[config.mk]
export PLATFORM = sky130hd
export DESIGN_NAME = ctrl_monitor_top
export DESIGN_NICKNAME = d
export VERILOG_FILES = /design/src/verilog/obi_pkg.sv /design/src/verilog/check_pkg.sv /design/src/verilog/obi_mon_if.sv /design/src/verilog/obi_tracker.sv /design/src/verilog/nmi_retire_check.sv /design/src/verilog/fencei_check.sv /design/src/verilog/violation_log.sv /design/src/verilog/ctrl_monitor_top.sv
export SDC_FILE = /design/constraint.sdc
export NUM_CORES = 1
export LEC_CHECK = 0
export BUFFER_PORTS_ARGS = -buffer_cell sky130_fd_sc_hd__buf_2
export CAP_MARGIN = 20
export CELL_PAD_IN_SITES_DETAIL_PLACEMENT = 0
export CELL_PAD_IN_SITES_GLOBAL_PLACEMENT = 1
export CORE_ASPECT_RATIO = 1.25
export CORE_MARGIN = 4
export CORE_UTILIZATION = 46
export DETAILED_ROUTE_END_ITERATION = 8
export GPL_TIMING_DRIVEN = 0
export MAX_ROUTING_LAYER = met4
export PLACE_DENSITY_LB_ADDON = 0.1
export REMOVE_ABC_BUFFERS = 1
export SETUP_SLACK_MARGIN = 0.02
export SLEW_MARGIN = 20
export SYNTH_ARGS = -nofsm -noshare
export SYNTH_HDL_FRONTEND = slang
export SYNTH_HIERARCHICAL = 1
export SYNTH_SLANG_ARGS = --single-unit
[constraint.sdc]
create_clock -name clk -period 2.9 [get_ports clk]
set_input_delay 0.29 -clock clk [delete_from_list [all_inputs] [get_ports clk]]
set_output_delay 0.29 -clock clk [all_outputs]
set_load 0.02 [all_outputs]
[src/verilog/obi_pkg.sv]
`default_nettype none

// Shared definitions for the observed data bus
package obi_pkg;

  ////////////////////
  // Depth
  ////////////////////

  // The core allows at most two data transfers in flight
  localparam int unsigned MAX_OUTSTANDING = 2;

  ////////////////////
  // Types
  ////////////////////

  // Outstanding transfer count, holds 0 to MAX_OUTSTANDING
  typedef logic [1:0] outst_cnt_t;

  // One write-direction bit per outstanding slot
  // Slot 0 always holds the newest transfer
  typedef logic [1:0] dir_hist_t;

  // Count value at which the bus is full
  localparam outst_cnt_t OUTST_FULL = outst_cnt_t'(MAX_OUTSTANDING);

endpackage

`default_nettype wire

[src/verilog/check_pkg.sv]
`default_nettype none

// Violation kinds and checker types of the controller monitor
package check_pkg;

  ////////////////////
  // Violation kinds
  ////////////////////

  // Numbering matters, the log reports the lowest kind first
  typedef enum logic [2:0] {
    VIO_NONE               = 3'd0,
    VIO_OVERFLOW           = 3'd1,
    VIO_NMI_TYPE           = 3'd2,
    VIO_NMI_PENDING        = 3'd3,
    VIO_NMI_LATE           = 3'd4,
    VIO_FENCEI_NO_INSTR    = 3'd5,
    VIO_FENCEI_EARLY_CLEAR = 3'd6,
    VIO_FENCEI_STUCK       = 3'd7
  } vio_e;

  localparam int unsigned NUM_VIO = 7;

  // Bit k-1 carries kind k
  typedef logic [NUM_VIO-1:0] vio_vec_t;

  ////////////////////
  // Counters
  ////////////////////

  typedef logic [1:0] retire_cnt_t;
  typedef logic [7:0] vio_cnt_t;

  // Retire counter saturates here, also the limit when nothing retired with the error
  localparam retire_cnt_t RETIRE_CNT_MAX = 2'd3;
  // Limit when an instruction retired in the error cycle itself
  localparam retire_cnt_t RETIRE_LIMIT_RETIRED = 2'd2;
  localparam vio_cnt_t VIO_CNT_MAX = 8'hff;

  // fence.i handshake tracking
  typedef enum logic [1:0] {
    FI_IDLE = 2'd0,
    FI_REQ  = 2'd1,
    FI_DONE = 2'd2
  } fencei_state_e;

  // One-hot vector for a single violation kind
  function automatic vio_vec_t vio_bit(vio_e kind);
    vio_vec_t v;
    v = '0;
    if (kind != VIO_NONE) begin
      v[int'(kind) - 1] = 1'b1;
    end
    return v;
  endfunction

endpackage

`default_nettype wire

[src/verilog/obi_mon_if.sv]
`default_nettype none

// Observed data-bus signals of the core
interface obi_mon_if;

  // Address phase
  logic req;
  logic gnt;
  logic we;
  // Response phase, err qualifies an rvalid cycle
  logic rvalid;
  logic err;

  // Monitor side, observes only
  modport mon (
    input req, gnt, we, rvalid, err
  );

  // Side that feeds the bus values in from the top-level ports
  modport drv (
    output req, gnt, we, rvalid, err
  );

endinterface

`default_nettype wire

[src/verilog/obi_tracker.sv]
`default_nettype none

// Follows outstanding data-bus transfers and their direction
module obi_tracker
  import obi_pkg::*;
  import check_pkg::*;
(
  input  wire logic  clk,
  input  wire logic  rst_n,
  obi_mon_if.mon     bus,
  output logic       err_resp_o,
  output logic       err_is_write_o,
  output vio_vec_t   vio_o
);

  outst_cnt_t outst_cnt_q;
  dir_hist_t  dir_hist_q;
  vio_vec_t   vio_q;
  logic       accept;
  logic       overflow;

  // A transfer is accepted when req and gnt meet
  assign accept = bus.req && bus.gnt;

  // A third acceptance with two in flight and no response freeing a slot
  assign overflow = accept && !bus.rvalid && (outst_cnt_q == OUTST_FULL);

  ////////////////////
  // Outstanding count
  ////////////////////

  always_ff @(posedge clk, negedge rst_n) begin
    if (!rst_n) begin
      outst_cnt_q <= '0;
      dir_hist_q  <= '0;
    end else begin
      if (accept && !bus.rvalid) begin
        // Count stays at full on overflow
        if (outst_cnt_q != OUTST_FULL) begin
          outst_cnt_q <= outst_cnt_q + 2'd1;
        end
      end else if (!accept && bus.rvalid) begin
        if (outst_cnt_q != '0) begin
          outst_cnt_q <= outst_cnt_q - 2'd1;
        end
      end

      // Newest direction always enters slot 0
      if (accept) begin
        if (bus.rvalid && (outst_cnt_q != OUTST_FULL)) begin
          // The only older transfer leaves as the new one enters
          dir_hist_q[0] <= bus.we;
        end else begin
          dir_hist_q[1] <= dir_hist_q[0];
          dir_hist_q[0] <= bus.we;
        end
      end
    end
  end

  ////////////////////
  // Error response
  ////////////////////

  // Responses come in order, so the response belongs to the oldest transfer
  assign err_resp_o     = bus.rvalid && bus.err;
  assign err_is_write_o = (outst_cnt_q == OUTST_FULL) ? dir_hist_q[1] : dir_hist_q[0];

  always_ff @(posedge clk, negedge rst_n) begin
    if (!rst_n) begin
      vio_q <= '0;
    end else begin
      vio_q <= overflow ? vio_bit(VIO_OVERFLOW) : '0;
    end
  end

  assign vio_o = vio_q;

  // A response needs a transfer in flight
  a_no_resp_when_idle :
    assert property (@(posedge clk) disable iff (!rst_n)
                     bus.rvalid |-> (outst_cnt_q != '0))
      else $error("obi_tracker: rvalid with no outstanding transfer");

endmodule

`default_nettype wire

[src/verilog/nmi_retire_check.sv]
`default_nettype none

// Bus-error NMI rules: latched type, pending state and retire limit
module nmi_retire_check
  import check_pkg::*;
(
  input  wire logic clk,
  input  wire logic rst_n,
  input  wire logic err_resp_i,
  input  wire logic err_is_write_i,
  input  wire logic wb_valid_i,
  input  wire logic debug_mode_i,
  input  wire logic dcsr_step_i,
  input  wire logic dcsr_stepie_i,
  input  wire logic nmi_pending_i,
  input  wire logic nmi_is_store_i,
  input  wire logic nmi_taken_i,
  output vio_vec_t  vio_o
);

  logic        err_latched_q;
  logic        err_is_write_q;
  logic        retire_at_error_q;
  logic        compare_q;
  retire_cnt_t retire_cnt_q;
  retire_cnt_t retire_limit;
  logic        retire_counts;
  logic        retire_hit;
  vio_vec_t    vio_d;
  vio_vec_t    vio_q;

  ////////////////////
  // Error latch
  ////////////////////

  // Only the first error is kept until the NMI handler is entered
  always_ff @(posedge clk, negedge rst_n) begin
    if (!rst_n) begin
      err_latched_q     <= 1'b0;
      err_is_write_q    <= 1'b0;
      retire_at_error_q <= 1'b0;
      compare_q         <= 1'b0;
    end else begin
      compare_q <= 1'b0;
      if (err_resp_i && !err_latched_q) begin
        err_latched_q     <= 1'b1;
        err_is_write_q    <= err_is_write_i;
        retire_at_error_q <= wb_valid_i;
        // The core must show the NMI status in the next cycle
        compare_q         <= 1'b1;
      end else if (nmi_taken_i) begin
        err_latched_q <= 1'b0;
      end
    end
  end

  ////////////////////
  // Retire counter
  ////////////////////

  // Retires in debug mode or in a step without interrupts are not counted
  assign retire_counts = err_latched_q && wb_valid_i && !debug_mode_i &&
                         !(dcsr_step_i && !dcsr_stepie_i);

  // One less retire is allowed when an instruction retired with the error
  assign retire_limit = retire_at_error_q ? RETIRE_LIMIT_RETIRED : RETIRE_CNT_MAX;

  // Fires once, on the retire that takes the counter to its limit
  assign retire_hit = retire_counts && (retire_cnt_q != RETIRE_CNT_MAX) &&
                      (retire_cnt_t'(retire_cnt_q + 2'd1) == retire_limit);

  always_ff @(posedge clk, negedge rst_n) begin
    if (!rst_n) begin
      retire_cnt_q <= '0;
    end else if (!err_latched_q || nmi_taken_i) begin
      retire_cnt_q <= '0;
    end else if (retire_counts && (retire_cnt_q != RETIRE_CNT_MAX)) begin
      retire_cnt_q <= retire_cnt_q + 2'd1;
    end
  end

  ////////////////////
  // Violations
  ////////////////////

  always_comb begin
    vio_d = '0;
    if (compare_q && (nmi_is_store_i != err_is_write_q)) begin
      vio_d |= vio_bit(VIO_NMI_TYPE);
    end
    if (compare_q && !nmi_pending_i) begin
      vio_d |= vio_bit(VIO_NMI_PENDING);
    end
    if (retire_hit) begin
      vio_d |= vio_bit(VIO_NMI_LATE);
    end
  end

  always_ff @(posedge clk, negedge rst_n) begin
    if (!rst_n) begin
      vio_q <= '0;
    end else begin
      vio_q <= vio_d;
    end
  end

  assign vio_o = vio_q;

  // Taking the NMI releases the latch and restarts the retire count together
  a_nmi_clears_latch :
    assert property (@(posedge clk) disable iff (!rst_n)
                     (err_latched_q && nmi_taken_i) |=> (!err_latched_q && (retire_cnt_q == '0)))
      else $error("nmi_retire_check: error latch held across nmi_taken");

endmodule

`default_nettype wire

[src/verilog/fencei_check.sv]
`default_nettype none

// fence.i flush request and acknowledge rules
module fencei_check
  import check_pkg::*;
(
  input  wire logic clk,
  input  wire logic rst_n,
  input  wire logic fencei_in_wb_i,
  input  wire logic fencei_req_i,
  input  wire logic fencei_ack_i,
  output vio_vec_t  vio_o
);

  fencei_state_e fi_state_q;
  fencei_state_e fi_state_d;
  vio_vec_t      vio_d;
  vio_vec_t      vio_q;

  ////////////////////
  // Handshake FSM
  ////////////////////

  always_comb begin
    fi_state_d = fi_state_q;
    case (fi_state_q)
      FI_IDLE: begin
        if (fencei_req_i) begin
          fi_state_d = fencei_ack_i ? FI_DONE : FI_REQ;
        end
      end
      FI_REQ: begin
        if (!fencei_req_i) begin
          fi_state_d = FI_IDLE;
        end else if (fencei_ack_i) begin
          fi_state_d = FI_DONE;
        end
      end
      // The request must be gone one cycle after the handshake
      FI_DONE: fi_state_d = FI_IDLE;
      default: fi_state_d = FI_IDLE;
    endcase
  end

  always_comb begin
    vio_d = '0;
    if (fencei_req_i && !fencei_in_wb_i) begin
      vio_d |= vio_bit(VIO_FENCEI_NO_INSTR);
    end
    // In FI_REQ the last cycle had a request without an acknowledge
    if ((fi_state_q == FI_REQ) && !fencei_req_i) begin
      vio_d |= vio_bit(VIO_FENCEI_EARLY_CLEAR);
    end
    if ((fi_state_q == FI_DONE) && fencei_req_i) begin
      vio_d |= vio_bit(VIO_FENCEI_STUCK);
    end
  end

  always_ff @(posedge clk, negedge rst_n) begin
    if (!rst_n) begin
      fi_state_q <= FI_IDLE;
      vio_q      <= '0;
    end else begin
      fi_state_q <= fi_state_d;
      vio_q      <= vio_d;
    end
  end

  assign vio_o = vio_q;

  a_fi_state_legal :
    assert property (@(posedge clk) disable iff (!rst_n)
                     fi_state_q inside {FI_IDLE, FI_REQ, FI_DONE})
      else $error("fencei_check: illegal state encoding");

endmodule

`default_nettype wire

[src/verilog/violation_log.sv]
`default_nettype none

// Sticky violation flags, first violation and event count
module violation_log
  import check_pkg::*;
(
  input  wire logic     clk,
  input  wire logic     rst_n,
  input  wire vio_vec_t vio_i,
  output vio_vec_t      vio_flags_o,
  output vio_e          vio_first_o,
  output vio_cnt_t      vio_count_o
);

  vio_vec_t vio_flags_q;
  vio_e     vio_first_q;
  vio_cnt_t vio_count_q;
  vio_e     lowest_kind;
  logic     any_vio;

  assign any_vio = |vio_i;

  // Lowest set bit wins, so scan downwards and let the last hit stand
  always_comb begin
    lowest_kind = VIO_NONE;
    for (int k = NUM_VIO - 1; k >= 0; k--) begin
      if (vio_i[k]) begin
        lowest_kind = vio_e'(k + 1);
      end
    end
  end

  ////////////////////
  // Log registers
  ////////////////////

  always_ff @(posedge clk, negedge rst_n) begin
    if (!rst_n) begin
      vio_flags_q <= '0;
      vio_first_q <= VIO_NONE;
      vio_count_q <= '0;
    end else begin
      vio_flags_q <= vio_flags_q | vio_i;
      // Only the first cycle with any pulse decides
      if ((vio_first_q == VIO_NONE) && any_vio) begin
        vio_first_q <= lowest_kind;
      end
      // One count per pulse cycle, held at the top
      if (any_vio && (vio_count_q != VIO_CNT_MAX)) begin
        vio_count_q <= vio_count_q + 8'd1;
      end
    end
  end

  assign vio_flags_o = vio_flags_q;
  assign vio_first_o = vio_first_q;
  assign vio_count_o = vio_count_q;

  a_first_is_stable :
    assert property (@(posedge clk) disable iff (!rst_n)
                     (vio_first_q != VIO_NONE) |=> $stable(vio_first_q))
      else $error("violation_log: first violation changed");

endmodule

`default_nettype wire

[src/verilog/ctrl_monitor_top.sv]
`default_nettype none

// Run-time monitor for the core controller
module ctrl_monitor_top
  import check_pkg::*;
(
  input  wire logic clk,
  input  wire logic rst_n,
  // Data bus
  input  wire logic data_req_i,
  input  wire logic data_gnt_i,
  input  wire logic data_we_i,
  input  wire logic data_rvalid_i,
  input  wire logic data_err_i,
  // Retire, debug and NMI status
  input  wire logic wb_valid_i,
  input  wire logic debug_mode_i,
  input  wire logic dcsr_step_i,
  input  wire logic dcsr_stepie_i,
  input  wire logic nmi_pending_i,
  input  wire logic nmi_is_store_i,
  input  wire logic nmi_taken_i,
  // fence.i flush handshake
  input  wire logic fencei_in_wb_i,
  input  wire logic fencei_req_i,
  input  wire logic fencei_ack_i,
  output vio_vec_t  vio_flags_o,
  output vio_e      vio_first_o,
  output vio_cnt_t  vio_count_o
);

  logic     err_resp;
  logic     err_is_write;
  vio_vec_t trk_vio;
  vio_vec_t nmi_vio;
  vio_vec_t fi_vio;
  vio_vec_t all_vio;

  obi_mon_if bus_if ();

  // Plain ports fill the bus bundle in the driver direction
  assign bus_if.req    = data_req_i;
  assign bus_if.gnt    = data_gnt_i;
  assign bus_if.we     = data_we_i;
  assign bus_if.rvalid = data_rvalid_i;
  assign bus_if.err    = data_err_i;

  ////////////////////
  // Input side
  ////////////////////

  obi_tracker u_tracker (
    .clk            (clk),
    .rst_n          (rst_n),
    .bus            (bus_if.mon),
    .err_resp_o     (err_resp),
    .err_is_write_o (err_is_write),
    .vio_o          (trk_vio)
  );

  ////////////////////
  // Rule checkers
  ////////////////////

  nmi_retire_check u_nmi_check (
    .clk            (clk),
    .rst_n          (rst_n),
    .err_resp_i     (err_resp),
    .err_is_write_i (err_is_write),
    .wb_valid_i     (wb_valid_i),
    .debug_mode_i   (debug_mode_i),
    .dcsr_step_i    (dcsr_step_i),
    .dcsr_stepie_i  (dcsr_stepie_i),
    .nmi_pending_i  (nmi_pending_i),
    .nmi_is_store_i (nmi_is_store_i),
    .nmi_taken_i    (nmi_taken_i),
    .vio_o          (nmi_vio)
  );

  fencei_check u_fencei_check (
    .clk            (clk),
    .rst_n          (rst_n),
    .fencei_in_wb_i (fencei_in_wb_i),
    .fencei_req_i   (fencei_req_i),
    .fencei_ack_i   (fencei_ack_i),
    .vio_o          (fi_vio)
  );

  // Each kind has its own bit, so the pulses never collide
  assign all_vio = trk_vio | nmi_vio | fi_vio;

  ////////////////////
  // Output side
  ////////////////////

  violation_log u_log (
    .clk         (clk),
    .rst_n       (rst_n),
    .vio_i       (all_vio),
    .vio_flags_o (vio_flags_o),
    .vio_first_o (vio_first_o),
    .vio_count_o (vio_count_o)
  );

endmodule

`default_nettype wire

==> reports/metrics.yaml <==
setup_path:
  worstSetupEndpointType: "register"
  rr_endpoint: "u_log/vio_count_o[1]"
  cp.required_ns: 3.07
  worstPathMaxFanout: 8
  r2r_start: "u_nmi_check/vio_o[3]"
  path_class: "reg -> reg"
  start_kind: "register"
  cp.arrival_ns: 2.03
  startpoint: "u_nmi_check/vio_o[3]"
  ff2ff_path_depth: 4
  critPathCapture: "u_log/vio_count_o[1]"
  regToRegSetupSlack_ns: 1.04
cts:
  hold_buffers: 0
  ctsLongestPathBuffers: 2
  cts_root_buffer: "clkbuf_8"
  cts_sinks: 37
  cts_tree: "done"
  cts_made_buffers: 5
  cts_resized: 0
  cts.reportedPaths.clkPinSlew_ns: 0.07
  cts_setup_buffers: 0
  cts_max_level: 2
  clkLatencyLatePin_ns: 0.28
synthesis:
  syn_area_per_cell_sq_um: 11.5
  synth-edff-count: 0
  synth_seq_cells: 37
  synth_area_sq_um: 1770
  ys_seq_area_share_pct: 52.4
  synth_warnings: 6
  netlist-cell-type-count: 40
  synthFlopType: "dfrtp_1"
  async_flop_share_pct: 100
  synthCells: 154
timing:
  setup-violations-final: 0
  period_share_pct: 64.2
  finalSetupTns_ns: 0
  hold_viol: 0
  max_slew_margin_pct: 45.9
  rsz0062_at_grt: "false"
  finClkSkew_ns: 0.00251
  worstMarginPinSlew_ns: 0.811
  fmax_mhz: 537
  min_period_ns: 1.86
  maxSlewViolCount: 0
route:
  drtIter0Drc: 33
  drc_errors: 0
  drt_pass1_iterations: 3
  wl_per_cell_microns: 12.1
  ant_nets: 0
  wl_microns: 2790
  vias: 1117
  via_per_inst: 4.84
die:
  core_sq_um: 3600
  row_count: 24
  start_util_pct: 49.0
  io_pins: 35
  fp.dieW_microns: 63.4
  dieArea_sq_um: 4900
  die_h_microns: 77.3
pwr:
  power_density_nw_per_um2: 622
  ir_worst_vdd_v: 0.000333
  leakage_uw: 0.000968
  finalPower_uw: 1250
layout:
  final_core_util_pct: 55.7
  area_growth_pct: 13.7
  nNetsFinal: 212
  layoutNonFillerInstCount: 231
  fin_area_sq_um: 2010
  antennaDiodeCount: 0
  drive_gt1_share_pct: 32.8
grt:
  grt_pass1_vias: 1214
  grt_pass1_wl_microns: 5140
  grt_use_met1_pct: 13.8
  grt-busiest-layer: "met2"
  grt_max_degree: 38
  track_usage_pct: 13.6
  antenna_found_initial: 0
  use_met3_pct: 5.12
  gr-total-overflow: 0
  met2_usage_pct: 23.1
worst_hold_path:
  worst_hold_path_type: "in -> async"
placement:
  dp_hpwl_microns: 2120
  gp_congestion: 0.760
  port_buffers: 34
  dpl-instance-area_sq_um: 1920
  placedCellCount: 224
status:
  status: "finished clean"
run:
  drv_cap: 0
-- worst min-delay path by stage --
stage              startpoint                            to  slack (ns)  cells past startpoint
2_1_floorplan           rst_n  u_fencei_check/fi_state_q[0]      -0.006                      0
3_3_place_gp            rst_n          u_log/vio_flags_o[1]        0.42                      1
3_5_place_dp            rst_n          u_log/vio_flags_o[1]        0.43                      1
4_1_cts                 rst_n          u_log/vio_flags_o[1]        0.12                      1
5_1_grt        fencei_in_wb_i       u_fencei_check/vio_o[4]        0.15                      2
6_report                rst_n          u_log/vio_flags_o[1]        0.09                      1
-- state kept, by name, summed over array words and instances, names as in the netlist --
signal / cells
u_nmi_check/compare_q: 1
u_nmi_check/retire_at_error_q: 1
u_nmi_check/err_is_write_q: 1
u_log/vio_count_o: 8
u_log/vio_flags_o: 7
u_nmi_check/vio_o: 3
u_tracker/dir_hist_q: 2
u_tracker/vio_o: 1
u_log/vio_first_o: 3
u_tracker/outst_cnt_q: 2
u_fencei_check/fi_state_q: 2
u_fencei_check/vio_o: 3
u_nmi_check/err_latched_q: 1
u_nmi_check/retire_cnt_q: 2
-- per-layer routing --
metal / vias up / wire length, microns
met3: 5 / 192
met5: - / 0
li1: 563 / -
met4: 0 / 51
met2: 26 / 1440
met1: 523 / 1110
-- cells by family (layout without fill, tap and decap cells) --
kind of cell	count (synthesis)	after routing	synth area share, %
other cells	3	14	0.637
flops	37	37	52.4
simple gates	63	63	22.3
fa+ha+maj	3	3	2.12
mux	7	7	4.82
buf+inv	18	45	6.80
xor+xnor	10	10	4.96
compound gates	13	13	5.95
-- cell usage in the layout, fill, tap and decap left out, types with 6 or more instances in the layout --
cell type / synthesis / layout
conb_1: 3 / 14
buf_2: 0 / 34
clkbuf_8: 0 / 6
nor3_1: 6 / 6
or2_2: 8 / 8
nor2_1: 7 / 7
nand2_1: 9 / 9
or3_1: 7 / 7
xor2_1: 7 / 7
dfrtp_1: 37 / 37
-- critical path: stages, from the launching register on --
cell and delay [ns]:
dfrtp_1 0.35, or3_1 0.45, nor4_4 0.41, o2bb2ai_4 0.21
mux2_4 0.33
-- Yosys cell counts (2+ instances only) --
library cell,count,area (sq um)
dfrtp_1,37,926
buf_4,14,105
nand2_1,9,33.8
or2_2,8,50.1
nor2_1,7,26.3
or3_1,7,43.8
xor2_1,7,61.3
nor3_1,6,30.0
nor2b_1,5,31.3
inv_1,4,15.0
mux2_2,4,45.0
nand3_1,4,20.0
o21ai_0,4,20.0
a21oi_1,3,15.0
conb_1,3,11.3
ha_1,3,37.5
xnor2_1,3,26.3
and2_1,2,12.5
mux2_4,2,30.0
nor3b_1,2,15.0
-- final cells by class --
cell class | instances | area, sq um
Tap cell | 39 | 48.8
Clock buffer | 7 | 86.3
Inverter | 4 | 15.0
Multi-Input combinational cell | 110 | 762
Fill cell | 317 | 1600
Timing Repair Buffer | 34 | 170
Sequential cell | 37 | 926
-- power by group --
part / switching (uW) / internal, uW / leakage [uW]
Sequential: 72.0 / 585 / 0.000444
Combinational: 134 / 104 / 0.000480
Clock: 166 / 188 / 0.0000443
-- through the flow --
step                hold WS, ns  setup WS, ns
finish                   0.0932          1.04
global route              0.147         0.933
CTS                       0.122          1.02
detailed placement        0.429          1.03
global placement          0.421          1.04
floorplan              -0.00559          1.13
(Power assumes the default switching activity.)
